--- config.mk ---
export PLATFORM = sky130hd
export DESIGN_NAME = mpu_decode
export DESIGN_NICKNAME = d
export VERILOG_FILES = /design/src/common/chrono_pkg.sv /design/src/source/mpu_decode.sv
export SDC_FILE = /design/constraint.sdc
export NUM_CORES = 1
export LEC_CHECK = 0
export BUFFER_PORTS_ARGS = -buffer_cell sky130_fd_sc_hd__buf_2
export CAP_MARGIN = 20
export CORE_MARGIN = 2
export CORE_UTILIZATION = 40
export DETAILED_ROUTE_END_ITERATION = 8
export PLACE_DENSITY = 0.73
export SLEW_MARGIN = 20
export SYNTH_ARGS = -nofsm -noshare
export SYNTH_HDL_FRONTEND = slang
export SYNTH_SLANG_ARGS = --single-unit
--- constraint.sdc ---
create_clock -name clk -period 4.13 [get_ports clk]
set_input_delay 0.6195 -clock clk [delete_from_list [all_inputs] [get_ports clk]]
set_output_delay 0.6195 -clock clk [all_outputs]
set_load 0.05 [all_outputs]
--- src/common/chrono_pkg.sv ---
//////////////////////////////////////////////////
// Chrono bus shared definitions.
// Bus widths, address map, register indices and
// the access kinds passed from decode to execute.
//////////////////////////////////////////////////

`default_nettype none

package chrono_pkg;

  // Host side of the AVR-style external memory bus.
  localparam int MPU_ADDR_WIDTH = 16;
  localparam int MPU_AD_WIDTH   = 8;
  localparam int MPU_AH_WIDTH   = 8;

  // Internal word bus.
  localparam int WORD_WIDTH      = 16;
  localparam int WORD_ADDR_WIDTH = 15;

  // External SRAM and bank select.
  localparam int VRAM_ADDR_WIDTH = 16;
  localparam int BANK_WIDTH      = 2;

  // Word address 4000h is byte address 8000h.
  localparam logic [WORD_ADDR_WIDTH-1:0] VRAM_WINDOW_BASE = 15'h4000;

  localparam logic [WORD_WIDTH-1:0] CHIP_ID = 16'h4343;

  // Register map, by word address.
  typedef enum logic [WORD_ADDR_WIDTH-1:0] {
    REG_ID        = 15'd0,
    REG_SCRATCH   = 15'd1,
    REG_VRAM_BANK = 15'd2
  } reg_index_t;

  // One-cycle command issued by the decoder.
  typedef enum logic [2:0] {
    ACC_NONE,
    ACC_REG_READ,
    ACC_REG_WRITE,
    ACC_VRAM_READ,
    ACC_VRAM_WRITE
  } access_t;

endpackage

`default_nettype wire

--- src/source/mpu_decode.sv ---
//////////////////////////////////////////////////
// Host access decoder.
// Finds strobe falls and issues a one-cycle
// command for register or VRAM space.
//////////////////////////////////////////////////

`default_nettype none

module mpu_decode (
  input  logic                                    clk,
  input  logic                                    reset,
  input  logic [chrono_pkg::WORD_ADDR_WIDTH-1:0]  word_addr,
  input  logic [1:0]                              be_n,
  input  logic [chrono_pkg::WORD_WIDTH-1:0]       wdata,
  input  logic                                    rd_n,
  input  logic                                    wr_n,
  output chrono_pkg::access_t                     cmd,
  output logic [chrono_pkg::WORD_ADDR_WIDTH-1:0]  cmd_addr,
  output logic [1:0]                              cmd_be_n,
  output logic [chrono_pkg::WORD_WIDTH-1:0]       cmd_wdata
);

  // Strobes from the previous cycle.
  logic                rd_q;
  logic                wr_q;
  logic                rd_fall;
  logic                wr_fall;
  logic                in_window;
  chrono_pkg::access_t next_cmd;

  assign rd_fall   = rd_q & ~rd_n;
  assign wr_fall   = wr_q & ~wr_n;
  assign in_window = (word_addr >= chrono_pkg::VRAM_WINDOW_BASE);

  // Classify the access. Both strobes low is illegal and ignored.
  always_comb begin
    next_cmd = chrono_pkg::ACC_NONE;
    if (rd_n | wr_n) begin
      if (rd_fall) begin
        next_cmd = in_window ? chrono_pkg::ACC_VRAM_READ : chrono_pkg::ACC_REG_READ;
      end else if (wr_fall) begin
        next_cmd = in_window ? chrono_pkg::ACC_VRAM_WRITE : chrono_pkg::ACC_REG_WRITE;
      end
    end
  end

  always_ff @(posedge clk) begin
    if (reset) begin
      rd_q <= 1'b1;
      wr_q <= 1'b1;
      cmd  <= chrono_pkg::ACC_NONE;
    end else begin
      rd_q <= rd_n;
      wr_q <= wr_n;
      cmd  <= next_cmd;
    end
  end

  // Command payload, captured alongside the command.
  always_ff @(posedge clk) begin
    if (rd_fall | wr_fall) begin
      cmd_addr  <= word_addr;
      cmd_be_n  <= be_n;
      cmd_wdata <= wdata;
    end
  end

  // The host never asserts read and write at once.
  assert property (@(posedge clk) disable iff (reset) rd_n | wr_n)
    else $error("Read and write strobes both low");

endmodule

`default_nettype wire

==> out/qor.csv <==
metric;value;unit
run status;completed;
detailed placement HPWL;1440;um
slack of the worst reg-to-reg path;2.51;ns
Clock Tree Root;sky130_fd_sc_hd__clkbuf_4;
number of H-tree branching levels;2;
number of buffer cells added on primary ports;72;
FF/Latch Area;1090;um^2
layout overhead on the synthesized area;41.7;%
synth warn;0;
Final #Nets;165;
launching point of the worst reg2reg path;rd_q;
switching power of the nets;0.000227;W
area share of the largest cell type after synthesis;0.845;
via count of the routed design;706;
actual slew at the worst max-slew pin;0.981;ns
last weighted congestion value of the routability-driven placer;0.620;
clock network fraction of design power;0.273;
Tightest Hold Check Type;in -> reg;
maximum resistive drop on vdd;0.351;mV
Final Instance Area;1660;um^2
clk buf depth;2;
share of the clock period used by the worst path after layout;0.392;
number of clock sinks;38;
violation count after the first detailed-route iteration;15;
P_int;0.000596;W
sw frac;0.276;
total gr overflow;0;
via/cell ratio;4.41;
Crit path required time;4.09;ns
startpoint type of the worst setup path;flop;
post-synth net total;86;
RSZ-0062 raised after global routing;no;
post-DR wirelength/cell;12.0;um
global-route wire length before repair;2810;um
sequential share of power;0.551;
count of cell types in the netlist;13;
f_max;617;MHz
post-synthesis instance total;49;
timing startpoint of the critical path;rd_q;
Filler cells;225;
TritonCTS clock tree;yes;
combined area of the multi-input logic cells;88.8;um^2
height of the die;58.1;um
Max Clock Skew;0.00711;ns
sequential fraction of the synthesis area;0.931;
Detail Route Antenna Nets;0;
first drt pass iteration count;3;
final hold vios;0;
number of slew-limit violations in the final report;0;
data arrival time of the worst path;1.58;ns
PwrDens;495;nW/um^2
initial antenna violation count;0;
number of remaining DRC errors;0;
number of inserted diodes;0;
maximum capacitance violations;0;
Routed Wire Length;1930;um
setup-violating endpoint count in the final report;0;
critical path class;reg -> reg;
kind of capture point of the worst setup path;flop;
Die X-Extent;58.1;um
Resized Gates After CTS;0;
power share of the combinational group;0.176;
Worst Path Max Fanout;33;
Syn Std Cell Area;1170;um^2
via count of the first global-routing pass;669;
post-synthesis average cell area;23.9;um^2
row count;19;
global-route usage over all layers;0.120;
pin count of the biggest net entering global routing;34;
#FFs+latches synth;38;
Pleak;0.732;nW
Max transition margin;0.343;
Worst-Skew Late Latency;0.33;ns
hold path start;wdata[10];
Die Area;3380;um^2
I/O Pins;73;
Num CTS Buffers;5;
standard cell area after detailed placement;1580;um^2
Setup TNS Final;0;ns
starting density of the core;0.422;
share of final-layout standard cells stronger than drive strength 1;0.651;
Min Clock Period, post-route;1.62;ns
# Post-CTS Setup Buffers;0;
clock slew at reported path FFs;0.10;ns
core box area;2780;um^2
leading post-synthesis cells by cell area;sky130_fd_sc_hd__edfxtp_1 (85%), sky130_fd_sc_hd__dfxtp_1 (8.5%), sky130_fd_sc_hd__nor4b_2 (1.3%), sky130_fd_sc_hd__nand4bb_1 (0.96%), sky130_fd_sc_hd__nor3_2 (0.85%);
cts-stage hold buffer count;0;
largest area contributor in the synthesized netlist;sky130_fd_sc_hd__edfxtp_1;
[cell type report]
class                      instances  share of cell area
tap                               31              0.0233
inverter                           1             0.00226
sequential                        38               0.657
timing repair buffer              72               0.217
clock buffer                       8              0.0474
multi-input combinational         10              0.0535
[through the flow]
| stage | hold slack [ns] | power, W | instances | util | setup slack, ns |
|---|---|---|---|---|---|
| global placement | 0.489 | 0.000607 | 152 | 0.569 | 2.24 |
| floorplan | 0.443 | 0.000567 | 49 | - | 0.686 |
| finish | 0.455 | 0.000823 | 160 | 0.597 | 2.51 |
| CTS | 0.435 | 0.000836 | 160 | 0.597 | 2.48 |
| global route | 0.431 | 0.000854 | 160 | 0.597 | 2.42 |
| detailed placement | 0.507 | 0.000609 | 152 | 0.569 | 2.17 |
[power by group through the flow]
| stage | sequential [W] | combinational, W | clock [W] |
|---|---|---|---|
| final | 0.000454 | 0.000145 | 0.000224 |
| after global routing | 0.000456 | 0.000152 | 0.000246 |
| after floorplan | 0.000556 | 0.0000107 | 0 |
| after CTS | 0.000454 | 0.000146 | 0.000235 |
| after global placement | 0.000462 | 0.000144 | 0 |
| after detailed placement | 0.000463 | 0.000146 | 0 |
[worst max-delay path, cell delays in order (launching register included)]
cell and delay (ns):
sky130_fd_sc_hd__dfxtp_1 0.36, sky130_fd_sc_hd__inv_1 0.10, sky130_fd_sc_hd__o21ai_4 0.79
[layout by cell type (no fill, tap or decap), drive strengths merged]
cell type,instances
dfxtp,5
nand2b,1
inv,1
nand4bb,1
nor4b,1
nand4b,1
o21ai,1
clkbuf,8
a21oi,1
edfxtp,33
nand2,1
or2,2
buf,72
nor3,1
[sequential cells by signal, summed over array words and instances (netlist names)]
signal     cells
cmd            3
cmd_addr      15
cmd_be_n       2
cmd_wdata     16
rd_q           1
wr_q           1
[routing by layer]
layer,part of all wire,GRT usage
met5,0,0
met2,0.51,0.192
met3,0.12,0.0692
met1,0.35,0.118
met4,0.021,0.0797
[kinds of logic (layout without fill, tap and decap cells)]
kind of cell           Yosys count  in the layout  synth area share
and+or+nand+nor                  8              8            0.0576
DFF                             38             38             0.931
buffers and inverters            1             81           0.00320
AOI/OAI and AO/OA                2              2           0.00853
[worst paths after layout]
path / end / depth (start not counted)
max reg2reg: cmd_addr[3] / 2
min reg2reg: cmd[1] / 2
max: cmd_addr[3] / 2
min: cmd_wdata[10] / 1
[synthesized netlist by cell type]
| cell | count |
|---|---|
| sky130_fd_sc_hd__nand4b_1 | 1 |
| sky130_fd_sc_hd__or2_2 | 1 |
| sky130_fd_sc_hd__edfxtp_1 | 33 |
| sky130_fd_sc_hd__nand2_1 | 1 |
| sky130_fd_sc_hd__inv_1 | 1 |
| sky130_fd_sc_hd__or2_1 | 1 |
| sky130_fd_sc_hd__dfxtp_1 | 5 |
| sky130_fd_sc_hd__o21ai_0 | 1 |
| sky130_fd_sc_hd__nand4bb_1 | 1 |
| sky130_fd_sc_hd__nor3_2 | 1 |
| sky130_fd_sc_hd__nor4b_2 | 1 |
| sky130_fd_sc_hd__nand2b_1 | 1 |
| sky130_fd_sc_hd__a21oi_1 | 1 |
Power figures use the tool's default switching activity.
