===== src/common/chrono_pkg.sv =====
//////////////////////////////////////////////////
// Chrono bus shared definitions.
// Bus widths, address map, register indices and
// the access kinds passed from decode to execute.
//////////////////////////////////////////////////

`default_nettype none

package chrono_pkg;

  // Host side of the AVR-style external memory bus.
  localparam int MPU_ADDR_WIDTH = 16;
  localparam int MPU_AD_WIDTH   = 8;
  localparam int MPU_AH_WIDTH   = 8;

  // Internal word bus.
  localparam int WORD_WIDTH      = 16;
  localparam int WORD_ADDR_WIDTH = 15;

  // External SRAM and bank select.
  localparam int VRAM_ADDR_WIDTH = 16;
  localparam int BANK_WIDTH      = 2;

  // Word address 4000h is byte address 8000h.
  localparam logic [WORD_ADDR_WIDTH-1:0] VRAM_WINDOW_BASE = 15'h4000;

  localparam logic [WORD_WIDTH-1:0] CHIP_ID = 16'h4343;

  // Register map, by word address.
  typedef enum logic [WORD_ADDR_WIDTH-1:0] {
    REG_ID        = 15'd0,
    REG_SCRATCH   = 15'd1,
    REG_VRAM_BANK = 15'd2
  } reg_index_t;

  // One-cycle command issued by the decoder.
  typedef enum logic [2:0] {
    ACC_NONE,
    ACC_REG_READ,
    ACC_REG_WRITE,
    ACC_VRAM_READ,
    ACC_VRAM_WRITE
  } access_t;

endpackage

`default_nettype wire


===== src/source/ctrl_registers.sv =====
//////////////////////////////////////////////////
// Control registers.
// ID, scratch and VRAM bank with byte-enabled
// writes and one-cycle read response.
//////////////////////////////////////////////////

`default_nettype none

module ctrl_registers (
  input  logic                                    clk,
  input  logic                                    reset,
  input  chrono_pkg::access_t                     cmd,
  input  logic [chrono_pkg::WORD_ADDR_WIDTH-1:0]  cmd_addr,
  input  logic [1:0]                              cmd_be_n,
  input  logic [chrono_pkg::WORD_WIDTH-1:0]       cmd_wdata,
  output logic [chrono_pkg::WORD_WIDTH-1:0]       reg_rdata,
  output logic                                    reg_rvalid,
  output logic [chrono_pkg::BANK_WIDTH-1:0]       vram_bank
);

  logic [chrono_pkg::WORD_WIDTH-1:0] scratch;
  logic [chrono_pkg::WORD_WIDTH-1:0] read_value;
  chrono_pkg::reg_index_t            index;

  assign index = chrono_pkg::reg_index_t'(cmd_addr);

  // Readback mux. Unmapped addresses read as zero.
  always_comb begin
    case (index)
      chrono_pkg::REG_ID:        read_value = chrono_pkg::CHIP_ID;
      chrono_pkg::REG_SCRATCH:   read_value = scratch;
      chrono_pkg::REG_VRAM_BANK: read_value = {{(chrono_pkg::WORD_WIDTH -
                                                 chrono_pkg::BANK_WIDTH){1'b0}}, vram_bank};
      default:                   read_value = '0;
    endcase
  end

  ////////////////////////////////////////////////
  // Writes, per byte lane.
  ////////////////////////////////////////////////
  always_ff @(posedge clk) begin
    if (reset) begin
      scratch   <= '0;
      vram_bank <= '0;
    end else if (cmd == chrono_pkg::ACC_REG_WRITE) begin
      if (index == chrono_pkg::REG_SCRATCH) begin
        if (!cmd_be_n[0]) scratch[7:0]  <= cmd_wdata[7:0];
        if (!cmd_be_n[1]) scratch[15:8] <= cmd_wdata[15:8];
      end
      // Bank lives in the low byte only.
      if (index == chrono_pkg::REG_VRAM_BANK && !cmd_be_n[0]) begin
        vram_bank <= cmd_wdata[chrono_pkg::BANK_WIDTH-1:0];
      end
    end
  end

  // Read response, one cycle after the command.
  always_ff @(posedge clk) begin
    if (reset) begin
      reg_rvalid <= 1'b0;
    end else begin
      reg_rvalid <= (cmd == chrono_pkg::ACC_REG_READ);
    end
  end

  always_ff @(posedge clk) begin
    if (cmd == chrono_pkg::ACC_REG_READ) begin
      reg_rdata <= read_value;
    end
  end

endmodule

`default_nettype wire


===== config.mk =====
export PLATFORM = sky130hd
export DESIGN_NAME = ctrl_registers
export DESIGN_NICKNAME = d
export VERILOG_FILES = /design/src/common/chrono_pkg.sv /design/src/source/ctrl_registers.sv
export SDC_FILE = /design/constraint.sdc
export NUM_CORES = 1
export LEC_CHECK = 0
export ABC_AREA = 0
export BUFFER_PORTS_ARGS = -buffer_cell sky130_fd_sc_hd__clkbuf_2
export CORE_MARGIN = 2
export CORE_UTILIZATION = 51
export CTS_CLUSTER_DIAMETER = 100
export DETAILED_ROUTE_END_ITERATION = 16
export PLACE_DENSITY = 0.83
export SYNTH_ARGS = -nofsm -noshare
export SYNTH_HDL_FRONTEND = slang
export SYNTH_SLANG_ARGS = --single-unit

===== constraint.sdc =====
create_clock -name clk -period 4.9 [get_ports clk]
set_clock_uncertainty 0.05 [all_clocks]
set_input_delay 0.735 -clock clk [delete_from_list [all_inputs] [get_ports clk]]
set_output_delay 0.735 -clock clk [all_outputs]
set_load 0.01 [all_outputs]

==> flow_metrics.py <==
metrics = {
    "outcome": {
        "status": "finished clean",
    },
    "route": {
        "vias": 1291,
        "first_iter_violations": 32,
        "dr.max_layer_used": "met4",
        "post_drt_wl_per_cell_um": 14.3,
        "drt_wl_total_um": 3280,
        "drt-pass1-iter-count": 4,
        "met2_length_um": 1750,
        "drc_errors": 0,
        "met3WireLength_um": 218,
        "met1Wirelength_um": 1240,
        "vias_per_cell": 5.64,
        "ant_nets": 0,
    },
    "cts": {
        "clock_path_buffers": 2,
        "htree_levels": 2,
        "hold_buffers": 0,
        "cts_tree": "built",
        "ctsRootBufferMaster": "clkbuf_4",
        "postCtsSetupBuffers": 0,
        "cts_buffers": 5,
        "clock_latency_ns": 0.34,
        "cts_resized": 0,
        "clk_pin_slew_ns": 0.10,
        "cts_num_sinks": 35,
    },
    "grt": {
        "grt_use_total_pct": 21.9,
        "grt_pass1_vias": 1300,
        "grt_pass1_wl_um": 5510,
        "grt_max_degree": 22,
        "antenna_found_initial": 0,
        "grt-ovfl-total": 0,
    },
    "logic_synthesis": {
        "synth_top_family_by_area": "simple AND/OR/NAND/NOR gates",
        "synthTopCellsByCount": "a21oi_1, dfxtp_1, edfxtp_1, nand3_1",
        "synth.top_cell.area_share_pct": 32.3,
        "yosys_warnings": 0,
        "synthFlopType": "dfxtp_1",
        "ys_top_cells_by_area": "edfxtp_1, dfxtp_1, a21oi_1, nand3_1, and2_1",
        "synth_cells": 143,
        "ys_ff_latch": 35,
        "yosysSeqAreaShare_pct": 57.9,
        "avgSynthCellArea_um2": 10.4,
        "yosysUniqueCellTypes": 30,
        "yosysMostFrequentCell": "a21oi_1",
        "synthAdderAreaFrac_pct": 0,
        "syn-num-nets": 181,
        "syn_area_um2": 1490,
        "synth.mux.area_fraction_pct": 1.35,
        "synth_compound_area_share_pct": 13.8,
        "yosys.area_share.simple_pct": 22.4,
        "yosysTopAreaCell": "edfxtp_1",
        "synthXorXnorAreaFrac_pct": 0,
        "async_flop_share_pct": 0,
        "synth_enable_flop_cells": 16,
    },
    "power": {
        "ir_drop_mv": 0.267,
        "cellLeakagePower_uw": 0.000696,
        "pwr_density_cell_nw_per_um2": 271,
    },
    "final_layout": {
        "syn2layout_area_growth_pct": 22.4,
        "fillers": 237,
        "nNetsFinal": 235,
        "num_antenna_cells": 0,
        "drive_above_1_share_pct": 34.3,
    },
    "setup_path": {
        "critPathKind": "in -> reg",
        "r2r_setup_slack_ns": 3.96,
        "reg2reg_from": "vram_bank[0]$_SDFFE_PP0P_",
        "cp.arrival_ns": 2.70,
        "ff2ff_path_depth": 2,
        "cp-startpoint": "cmd_addr[8]",
        "crit_buf_inv": 1,
        "crit_fanout": 18,
        "cp-end-kind": "flip-flop",
        "cp_slowest_cell": "nor4_4",
        "cpPeakStageDelay_ns": 0.73,
        "path_cells": "clkbuf_2 -> or4_4 -> nor4_4 -> and3_1 -> and2_1",
        "cpLargestDelayFamily": "simple AND/OR/NAND/NOR gates",
        "cp.depth": 5,
        "startpoint_type": "input port",
        "worstPathRequired_ns": 5.06,
    },
    "sta": {
        "setup_violations": 0,
        "fin_crit_ns": 2.55,
        "setup_tns_ns": 0,
        "fmax_mhz": 393,
        "holdWs_ns": 0.438,
        "finalHoldViolations": 0,
        "slew_violations": 0,
        "rsz0062_at_grt": "false",
        "slew_headroom_pct": 19.6,
        "post-route-period-util_pct": 51.9,
        "worstMarginPinSlew_ns": 1.20,
    },
    "min_path": {
        "worstHoldPathType": "reg -> reg",
        "hp-start": "scratch[0]$_SDFFE_PP0P_",
        "whs_path_depth": 2,
    },
    "floorplanning": {
        "start_util_pct": 53.9,
        "die_y_um": 58.0,
        "chipWidth_um": 58.0,
        "die_area_um2": 3360,
        "fp.coreArea_um2": 2760,
        "io_pins": 57,
        "num_rows": 19,
    },
    "placed_design": {
        "gp_congestion": 0.817,
        "port-buffer-count": 56,
    },
    "job": {
        "cap_violations": 0,
    },
}
## worst min-delay path, stage by stage, from the launching register on
cell	delay (ns)
dfxtp_1	0.32
o21ai_1	0.07
a21oi_1	0.06
## final cells by class
type | instances | area [um^2] | area share (%)
sequential | 35 | 861 | 47.3
tap | 31 | 38.8 | 2.13
clock inverter | 2 | 12.5 | 0.688
multi-input combinational | 93 | 563 | 30.9
inverter | 6 | 22.5 | 1.24
clock buffer | 6 | 41.3 | 2.27
timing repair buffer | 56 | 280 | 15.4
## cells in the final DEF, fill, tap and decap left out, types with 2 or more instances in the layout
cell      instances
nor2b_1           3
nand2b_1          4
or4_1             2
a21oi_1          22
clkbuf_2         56
or3_1             3
o21a_1            2
clkbuf_4          5
o21ai_0           6
nand3_1          16
nor3_1            2
inv_1             6
and2_1           10
mux2i_1           2
o21ai_1          10
edfxtp_1         16
dfxtp_1          19
## cells by family (layout without fill, tap and decap cells)
group	Yosys count	in the layout
compound gates	40	40
buf+inv	15	70
simple gates	51	51
flops	35	35
mux	2	2
## stage by stage
step           setup WS, ns  cell area [um^2]  instances  total power, uW  util (%)
2_1_floorplan          2.41              1490        143              325         -
3_3_place_gp           2.10              1770        221              346      64.0
3_5_place_dp           2.00              1770        221              347      64.0
4_1_cts                2.37              1820        229              495      66.0
5_1_grt                2.24              1820        229              510      66.0
6_report               2.35              1820        229              493      66.0
## power breakdown
group	switching, uW	internal [uW]	total [uW]
registers	0.651	307	307
logic	17.2	15.5	32.7
clock network	97.2	55.3	153
total	115	377	493
## routing by layer
| layer | GRT usage [%] | vias to the layer above |
|---|---|---|
| li1 | - | 626 |
| met1 | 23.3 | 597 |
| met2 | 38.6 | 57 |
| met3 | 7.81 | 11 |
| met4 | 9.97 | 0 |
| met5 | 0 | - |
## flip-flops by register name (all words and copies together) (netlist names)
register / cells
vram_bank: 2
reg_rdata: 16
reg_rvalid: 1
scratch: 16
## final timing paths
check | end
max | reg_rdata[15]$_DFFE_PP_
min | scratch[0]$_SDFFE_PP0P_
max reg2reg | reg_rdata[0]$_DFFE_PP_
min reg2reg | scratch[0]$_SDFFE_PP0P_
No activity file was read; power rests on OpenSTA's default activity.
