### config.mk
export PLATFORM = sky130hd
export DESIGN_NAME = read_return
export DESIGN_NICKNAME = d
export VERILOG_FILES = /design/src/common/chrono_pkg.sv /design/src/source/read_return.sv
export SDC_FILE = /design/constraint.sdc
export NUM_CORES = 1
export LEC_CHECK = 0
export BUFFER_PORTS_ARGS = -buffer_cell sky130_fd_sc_hd__buf_2
export CORE_MARGIN = 2
export CORE_UTILIZATION = 29
export CTS_CLUSTER_DIAMETER = 50
export DETAILED_ROUTE_END_ITERATION = 16
export GPL_TIMING_DRIVEN = 0
export PLACE_DENSITY = 0.58
export SKIP_CTS_REPAIR_TIMING = 1
export SYNTH_ARGS = -nofsm -noshare
export SYNTH_HDL_FRONTEND = slang
export SYNTH_SLANG_ARGS = --single-unit
### constraint.sdc
create_clock -name clk -period 0.8 [get_ports clk]
set_input_delay 0.08 -clock clk [delete_from_list [all_inputs] [get_ports clk]]
set_output_delay 0.08 -clock clk [all_outputs]
set_load 0.01 [all_outputs]
### src/common/chrono_pkg.sv
//////////////////////////////////////////////////
// Chrono bus shared definitions.
// Bus widths, address map, register indices and
// the access kinds passed from decode to execute.
//////////////////////////////////////////////////

`default_nettype none

package chrono_pkg;

  // Host side of the AVR-style external memory bus.
  localparam int MPU_ADDR_WIDTH = 16;
  localparam int MPU_AD_WIDTH   = 8;
  localparam int MPU_AH_WIDTH   = 8;

  // Internal word bus.
  localparam int WORD_WIDTH      = 16;
  localparam int WORD_ADDR_WIDTH = 15;

  // External SRAM and bank select.
  localparam int VRAM_ADDR_WIDTH = 16;
  localparam int BANK_WIDTH      = 2;

  // Word address 4000h is byte address 8000h.
  localparam logic [WORD_ADDR_WIDTH-1:0] VRAM_WINDOW_BASE = 15'h4000;

  localparam logic [WORD_WIDTH-1:0] CHIP_ID = 16'h4343;

  // Register map, by word address.
  typedef enum logic [WORD_ADDR_WIDTH-1:0] {
    REG_ID        = 15'd0,
    REG_SCRATCH   = 15'd1,
    REG_VRAM_BANK = 15'd2
  } reg_index_t;

  // One-cycle command issued by the decoder.
  typedef enum logic [2:0] {
    ACC_NONE,
    ACC_REG_READ,
    ACC_REG_WRITE,
    ACC_VRAM_READ,
    ACC_VRAM_WRITE
  } access_t;

endpackage

`default_nettype wire

### src/source/read_return.sv
//////////////////////////////////////////////////
// Read return holding register.
// Keeps the last read word from either source
// for the adapter to present.
//////////////////////////////////////////////////

`default_nettype none

module read_return (
  input  logic                              clk,
  input  logic                              reset,
  input  logic [chrono_pkg::WORD_WIDTH-1:0] reg_rdata,
  input  logic                              reg_rvalid,
  input  logic [chrono_pkg::WORD_WIDTH-1:0] vram_rdata,
  input  logic                              vram_rvalid,
  output logic [chrono_pkg::WORD_WIDTH-1:0] rdata
);

  // Load from whichever source answered, else hold.
  always_ff @(posedge clk) begin
    if (reset) begin
      rdata <= '0;
    end else if (reg_rvalid) begin
      rdata <= reg_rdata;
    end else if (vram_rvalid) begin
      rdata <= vram_rdata;
    end
  end

  // Only one command is in flight, so only one source answers.
  assert property (@(posedge clk) disable iff (reset) !(reg_rvalid && vram_rvalid))
    else $error("Register and VRAM read data valid together");

endmodule

`default_nettype wire

==> reports/metrics.cfg, run 1 <==
[outcome]
violations = setup timing
outcome = finished, violations left

[worst_setup_path]
arrival_ps = 740
path_delay_family = flip-flops
crit_buf_inv = 1
cp-end-kind = primary output
path_cells = buf_6
cp-start-kind = flop
crit_type = flop to primary output
crit_required_ps = 720
crit_slowest_cell = dfxtp_2
crit_fanout = 2
slowest_delay_ps = 360

[timing]
skew_ps = 0
slew_viol_final = 0
period_minus_slack_ps = 823
setup_viol = 12
worst_slew_pin_slew_ps = 367
layout_setup_ws_ps = -23.1
relSlewSlack_pct = 75.5
timing.hold.ws_ps = 71.1
max_freq_mhz = 1210
hold_viol_final = 0
fin_crit_sh_pct = 103
rsz0062_at_grt = yes

[routing]
drt_iter0_drc = 7
vias = 724
wl_per_cell_microns = 12.3
drt-total-wl_microns = 1940
viasPerCell = 4.61
drt_first_pass_iters = 3
antenna_left = 0
drc = 0

[cells_and_area]
largestRegisters = rdata (16)
layout-drive-gt1-share_pct = 67.5
utilization_pct = 47.1
largest_reg_flops = 16
stdcell_area_sq_mm = 0.00126
antenna_cells = 0
top_register = rdata
layout_common_cells = 34 x buf_2, 18 x buf_6, 16 x mux2i_1, 16 x nor2b_1, 16 x dfxtp_2
syn_to_final_growth_pct = 57.0
fin_nets = 163
layout_commonest_cell = buf_2

[clock_network]
cts_max_level = 1
clk_latency_ps = 270
root_buffer = clkbuf_4
cts_buffer_depth = 2
cts_tree = built
cts_buffers = 3
numClockSinks = 16
clk_pin_slew_ps = 100

[pwr]
power.share.clock_pct = 27.4
finalPower_mw = 1.92
internal-power_mw = 1.44
power_density_mw_per_mm2 = 1520
switchingPower_mw = 0.487
p_leak_nw = 0.586
swShare_pct = 25.3
comb_power_share_pct = 25.1
p_seq_share_pct = 47.5
ir_drop_mv = 0.664

[yosys]
syn_area_per_cell_sq_um = 11.3
synth_compound_area_share_pct = 21.1
yosysSeqAreaShare_pct = 39.8
netlist_area_sq_um = 806
muxShareOfSynthArea_pct = 19.9
ys_seq_elements = 16
postSynthCellCount = 71
synth_nets = 107
yosys.cell_types.count = 12
synth-simple-area-share_pct = 12.4
yosys.area_share.adder_pct = 0
ys_warn_count = 0
synth_xor_xnor_area_share_pct = 0
synth_top_family_by_area = compound AO/OA/AOI/OAI gates

[global_route]
antenna_found_initial = 0
grt_max_degree = 11
grt_pass1_wl_microns = 3170
gr-total-overflow = 0
grtUsageTotal_pct = 12.6
grt_pass1_vias = 728

[flow_run]
drv_cap = 0

[placed_design]
dpl_cell_area_sq_mm = 0.00109
dpl_worst_slack_ps = -187
place.gp.congestion = 0.644
io_buffers = 49
hpwlAfterDp_microns = 1460

[floorplan]
start_util_pct = 30.0
die_w_microns = 56.7
num_rows = 19
coreArea_sq_mm = 0.00269
io_pins = 52
fp.dieH_microns = 56.7
die-area_sq_mm = 0.00322

[hold_path]
hold_path.class = input port to flop

[cell families (layout without fill, tap and decap cells)]
group | after synthesis | in the layout
buf+inv | 7 | 62
mux | 16 | 16
simple gates | 16 | 16
flops | 16 | 16
compound gates | 16 | 16
[power groups by stage]
stage          clock network (mW)  logic (mW)  registers [mW]
4_1_cts                     0.564       0.412           0.887
5_1_grt                     0.620       0.522           0.925
2_1_floorplan                   0       0.207           0.933
3_5_place_dp                    0       0.411           0.903
6_report                    0.528       0.483           0.913
3_3_place_gp                    0       0.404           0.902
[stage by stage]
stage,std cells,setup TNS [ps]
global placement,151,-1530
CTS,155,-769
detailed placement,151,-1750
global route,157,-940
finish,157,-122
floorplan,71,0
[path summary, 6_finish.rpt]
kind	slack (ps)	end	cells past startpoint	from
max	-20	rdata[14]	1	rdata[14]
min	70	rdata[14]	3	reg_rdata[14]
max reg2reg	0	rdata[7]	3	rdata[7]
min reg2reg	570	rdata[13]	2	rdata[13]
[metal layers]
layer  vias to the layer above  track usage (%)  part of all wire, %
li1                        364                -                    -
met1                       316             16.0                   46
met2                        42             19.4                   43
met3                         2             4.84                   11
met4                         0             4.08                 0.57
met5                         -                0                    0
[layout make-up]
class	count	area [sq um]
Fill cell	285	1420
Multi-Input combinational cell	48	430
Timing Repair Buffer	51	364
Sequential cell	16	340
Buffer	6	51.3
Tap cell	31	38.8
Clock buffer	4	36.3
Inverter	1	3.75
[Yosys cell counts]
library cell	number	share of area, %
a211oi_1	6	5.6
a211oi_2	10	16
buf_1	1	0.47
buf_12	1	2.5
buf_2	1	0.62
buf_4	1	0.93
buf_6	1	1.4
clkbuf_1	1	0.47
dfxtp_1	16	40
inv_1	1	0.47
mux2i_1	16	20
nor2b_1	16	12
Power figures use the tool's default switching activity.
==> run 2, diff against run 1 <==
- SKIP_CTS_REPAIR_TIMING: 1 -> default
- SKIP_LAST_GASP: default -> 1
==> run 2 against run 1 <==
The run still ends with setup timing left. Via count fell by 0.55%. Register-to-register slack gained 60 ps. Final cell count fell by 1.3%. Clock-buffer cell count did not move. Sequential power is essentially flat. Hold slack hardly changed. Clock skew did not move. Critical path type unchanged. Critical endpoint unchanged.
==> reports/metrics.cfg, run 2 (same netlist as run 1, synthesis figures left out) <==
[timing]
worst_slew_pin_slew_ps = 365  ; -2.88 ps
setup_viol = 12  ; unchanged
skew_ps = 0  ; unchanged
rsz0062_at_grt = yes
layout_setup_ws_ps = -22.9  ; +0.156 ps
fin_crit_sh_pct = 103  ; about the same
slew_viol_final = 0  ; unchanged
tns_ps = -117  ; +5.28 ps
relSlewSlack_pct = 75.7  ; +0.19 points
period_minus_slack_ps = 823  ; -0.156 ps
hold_viol_final = 0  ; unchanged
max_freq_mhz = 1220  ; about the same

[floorplan]
num_rows = 19  ; unchanged
io_pins = 52  ; unchanged
fp.dieH_microns = 56.7  ; unchanged
start_util_pct = 30.0  ; unchanged
die_w_microns = 56.7  ; unchanged
die-area_sq_mm = 0.00322  ; unchanged
coreArea_sq_mm = 0.00269  ; unchanged

[cells_and_area]
top_register = rdata
syn_to_final_growth_pct = 54.7
multi_input_area_sq_um = 430  ; unchanged
layout_common_cells = 34 x buf_2, 17 x buf_6, 16 x mux2i_1, 16 x nor2b_1, 16 x dfxtp_2
nFillCells = 288  ; +1.1%
seq_area_sq_um = 340  ; unchanged
stdcell_area_sq_mm = 0.00125  ; -1.5%
utilization_pct = 46.4  ; -0.70 points
fin_cells = 155  ; -1.3%
fin_nets = 161  ; -1.2%
layout_commonest_cell = buf_2
largestRegisters = rdata (16)
layout-drive-gt1-share_pct = 66.9  ; -0.52 points
antenna_cells = 0  ; unchanged
largest_reg_flops = 16  ; unchanged

[worst_setup_path]
path_delay_family = flip-flops
path_cells = buf_6
r2r-start = rdata[1]
crit_type = flop to primary output
arrival_ps = 740  ; about the same
r2r-end = rdata[1]
r2r_slack_ps = 60  ; +60 ps
cp-end-kind = primary output
cp-start-kind = flop
worstSetupPathDepth = 1  ; unchanged
crit_buf_inv = 1  ; unchanged
crit_required_ps = 720  ; about the same
reg2regPathDepth = 2  ; -1
slowest_delay_ps = 360  ; about the same
crit_slowest_cell = dfxtp_2
crit_fanout = 2  ; unchanged

[pwr]
finalPower_mw = 1.91  ; -0.65%
p_leak_nw = 0.575  ; -1.9%
ir_drop_mv = 0.661  ; -0.33%
power_density_mw_per_mm2 = 1530  ; +0.84%

[outcome]
outcome = finished, violations left
violations = setup timing

[clock_network]
post_cts_buffers = 0
root_buffer = clkbuf_4
numClockSinks = 16  ; unchanged
clk_pin_slew_ps = 100  ; about the same
cts_tree = built
clk_latency_ps = 270  ; about the same
cts_buffers = 3  ; unchanged
cts_max_level = 1  ; unchanged
cts_buffer_depth = 2  ; unchanged

[global_route]
use_met3_pct = 4.38  ; -0.46 points
met2_usage_pct = 20.6  ; +1.2 points
grt_pass1_wl_microns = 3290  ; +3.7%
antenna_found_initial = 0  ; unchanged
grtUsageTotal_pct = 13.0  ; +0.43 points
use_met1_pct = 16.6  ; +0.56 points
gr-total-overflow = 0  ; unchanged
grt_pass1_vias = 740  ; +1.6%
grt_max_degree = 11  ; unchanged
busiest_layer = met2

[routing]
drc = 0  ; unchanged
vias = 720  ; -0.55%
drt-total-wl_microns = 1920  ; -1.0%
drt_first_pass_iters = 3  ; unchanged
drt_iter0_drc = 12  ; +5
viasPerCell = 4.65  ; +0.73%
wl_per_cell_microns = 12.4  ; +0.24%
antenna_left = 0  ; unchanged

[hold_path]
hold_path.class = input port to flop
hold_end = rdata[14]
hp-start = reg_rdata[14]
whs_path_depth = 3  ; unchanged

[placed_design]
place_inst = 151  ; unchanged
dpl_cell_area_sq_mm = 0.00109  ; unchanged
place.gp.congestion = 0.644  ; unchanged
hpwlAfterDp_microns = 1460  ; unchanged
io_buffers = 49  ; unchanged

[flow_run]
drv_cap = 0  ; unchanged

==> run 2: cell count changes in the layout (fill, tap and decap cells not counted), sizes merged <==
cell	delta
buf	-2
==> run 2: worst min-delay path, stage by stage <==
cell	delay, ps
buf_2	90
nor2b_1	90
a211oi_1	50
==> run 2: how the worst max path moves through the flow <==
stage	startpoint	end
floorplan	vram_rvalid	rdata[10]
global placement	reg_rvalid	rdata[7]
detailed placement	reg_rvalid	rdata[3]
CTS	rdata[14]	rdata[14]
global route	rdata[14]	rdata[14]
finish	rdata[14]	rdata[14]
==> run 2: what timing repair did <==
action / in CTS / in global routing
endpoints found under the setup margin: 16 / 16
hold buffers: 0 / 0
gates resized for setup: 32 / 0
==> run 2: report_power, final <==
part           internal (mW)  switching [mW]
Clock                  0.277           0.252
Sequential             0.870          0.0427
Combinational          0.279           0.190
==> run 2: per-layer routing <==
metal,vias up,wire length (microns)
li1,360,-
met1,316,854
met2,42,836
met3,2,213
met4,0,11
met5,-,0
==> run 2: per-stage QoR <==
stage	hold slack, ps	setup WS, ps
after floorplan	271	59.9
after global placement	381	-158
after detailed placement	391	-187
after CTS	58.4	-39.1
after global routing	52.9	-74.7
final	71.2	-22.9
==> run 2: final cells by class <==
class | instances | share of cell area [%]
inverters | 1 | 0.301
flip-flops and latches | 16 | 27.3
repair buffers | 49 | 27.7
clock buffers | 4 | 2.91
well taps | 31 | 3.11
plain buffers | 6 | 4.12
multi-input cells | 48 | 34.5
==> run 3, diff against run 2 <==
- MAX_ROUTING_LAYER: default -> met4
==> run 3 against run 2 <==
Largest cell class unchanged. Cell area unchanged. Sequential share of layout area stayed put. Register-to-register slack about the same. Global-route usage up 0.36 points. Hold slack about the same. The flow still finishes with violations (setup timing).
==> reports/metrics.cfg, run 3 (same netlist as run 1, synthesis figures left out) <==
[global_route]
antenna_found_initial = 0  ; unchanged
grtUsageTotal_pct = 13.4  ; +0.36 points
gr-total-overflow = 0  ; unchanged
grt_pass1_wl_microns = 3280  ; -0.21%
grt_pass1_vias = 741  ; +0.14%
grt_max_degree = 11  ; unchanged

[routing]
route.top_layer_used = met4
drt_first_pass_iters = 3  ; unchanged
wl_per_cell_microns = 12.3  ; about the same
vias = 720  ; unchanged
dr_wl_met2_microns = 839  ; +0.36%
antenna_left = 0  ; unchanged
viasPerCell = 4.65  ; unchanged
drc = 0  ; unchanged
wl_met1_microns = 850  ; -0.47%
drt_iter0_drc = 12  ; unchanged
wl_met3_microns = 213  ; unchanged
drt-total-wl_microns = 1910  ; about the same

[pwr]
finalPower_mw = 1.91  ; about the same
ir_drop_mv = 0.661  ; about the same
p_leak_nw = 0.575  ; unchanged
power_density_mw_per_mm2 = 1530  ; about the same

[placed_design]
io_buffers = 49  ; unchanged
dpl_worst_slack_ps = -187  ; unchanged
hpwlAfterDp_microns = 1460  ; unchanged
dpl_cell_area_sq_mm = 0.00109  ; unchanged
place_inst = 151  ; unchanged
place.gp.congestion = 0.650  ; +0.87%

[clock_network]
root_buffer = clkbuf_4
cts_buffers = 3  ; unchanged
post_cts_buffers = 0  ; unchanged
numClockSinks = 16  ; unchanged
cts_tree = built
cts_max_level = 1  ; unchanged
hold_buffers = 0  ; unchanged
clk_pin_slew_ps = 100  ; about the same
cts_buffer_depth = 2  ; unchanged
clk_latency_ps = 270  ; about the same

[cells_and_area]
fin_nets = 161  ; unchanged
stdcell_area_sq_mm = 0.00125  ; unchanged
syn_to_final_growth_pct = 54.7  ; unchanged
utilization_pct = 46.4  ; unchanged
layout_commonest_cell = buf_2
largest_reg_flops = 16  ; unchanged
layout_common_cells = 34 x buf_2, 17 x buf_6, 16 x mux2i_1, 16 x nor2b_1, 16 x dfxtp_2
layout-drive-gt1-share_pct = 66.9  ; unchanged
largestRegisters = rdata (16)
fin_cells = 155  ; unchanged
nFillCells = 288  ; unchanged
antenna_cells = 0  ; unchanged
top_register = rdata

[floorplan]
start_util_pct = 30.0  ; unchanged
die_w_microns = 56.7  ; unchanged
die-area_sq_mm = 0.00322  ; unchanged
io_pins = 52  ; unchanged
fp.dieH_microns = 56.7  ; unchanged
coreArea_sq_mm = 0.00269  ; unchanged
num_rows = 19  ; unchanged

[hold_path]
whs_path_depth = 3  ; unchanged
hold_path.class = input port to flop
hold_end = rdata[14]
hp-start = reg_rdata[14]

[timing]
timing.hold.ws_ps = 71.2  ; +0.0355 ps
relSlewSlack_pct = 75.7  ; about the same
layout_setup_ws_ps = -22.9  ; +0.0355 ps
worst_slew_pin_slew_ps = 365  ; -0.0222 ps
max_freq_mhz = 1220  ; about the same
period_minus_slack_ps = 823  ; -0.0355 ps
rsz0062_at_grt = yes
tns_ps = -115  ; +2.25 ps
hold_viol_final = 0  ; unchanged
fin_crit_sh_pct = 103  ; about the same
slew_viol_final = 0  ; unchanged
skew_ps = 0  ; unchanged
setup_viol = 11  ; -1

[worst_setup_path]
slowest_delay_ps = 360  ; about the same
crit_buf_inv = 1  ; unchanged
arrival_ps = 740  ; about the same
crit_slowest_cell = dfxtp_2
r2r-end = rdata[1]
cp-end-kind = primary output
crit_required_ps = 720  ; about the same
worstSetupPathDepth = 1  ; unchanged
crit_type = flop to primary output
reg2regPathDepth = 2  ; unchanged
path_cells = buf_6
r2r_slack_ps = 60  ; about the same
r2r-start = rdata[1]
crit_fanout = 2  ; unchanged
path_delay_family = flip-flops
cp-start-kind = flop

[outcome]
outcome = finished, violations left
violations = setup timing

[flow_run]
drv_cap = 0  ; unchanged

[run 3: worst max-delay path by stage]
stage / startpoint / endpoint / slack [ps]
after floorplan: vram_rvalid / rdata[10] / 60
after global placement: reg_rvalid / rdata[7] / -160
after detailed placement: reg_rvalid / rdata[3] / -190
after CTS: rdata[14] / rdata[14] / -40
after global routing: rdata[14] / rdata[14] / -70
final: rdata[14] / rdata[14] / -20
[run 3: routing by layer]
metal  up-vias  GRT usage (%)
met3         2           4.38
met2        42           20.8
met5         -              -
met4         0           4.08
li1        360              -
met1       316           16.5
[run 3: worst reg2reg max path: stages, from the launching register on]
cell	delay, ps
dfxtp_2	350
mux2i_1	60
a211oi_1	240
[run 3: where the power goes]
group | switching, mW | internal, mW | leakage, nW
sequential | 0.0427 | 0.870 | 0.138
combinational | 0.190 | 0.279 | 0.416
clock | 0.251 | 0.277 | 0.0210
total | 0.484 | 1.43 | 0.575
[run 3: timing repair]
item | 4_1_cts | 5_1_grt
resized for setup | 32 | 0
pin swaps | 0 | 0
cloned | 0 | 0
endpoints found under the setup margin | 16 | 16
hold endpoints to repair | 0 | 0
[run 3: layout make-up]
cell class	instances	area (sq um)	share of cell area, %
Timing Repair Buffer	49	345	27.7
Clock buffer	4	36.3	2.91
Tap cell	31	38.8	3.11
Inverter	1	3.75	0.301
Multi-Input combinational cell	48	430	34.5
Buffer	6	51.3	4.12
Sequential cell	16	340	27.3
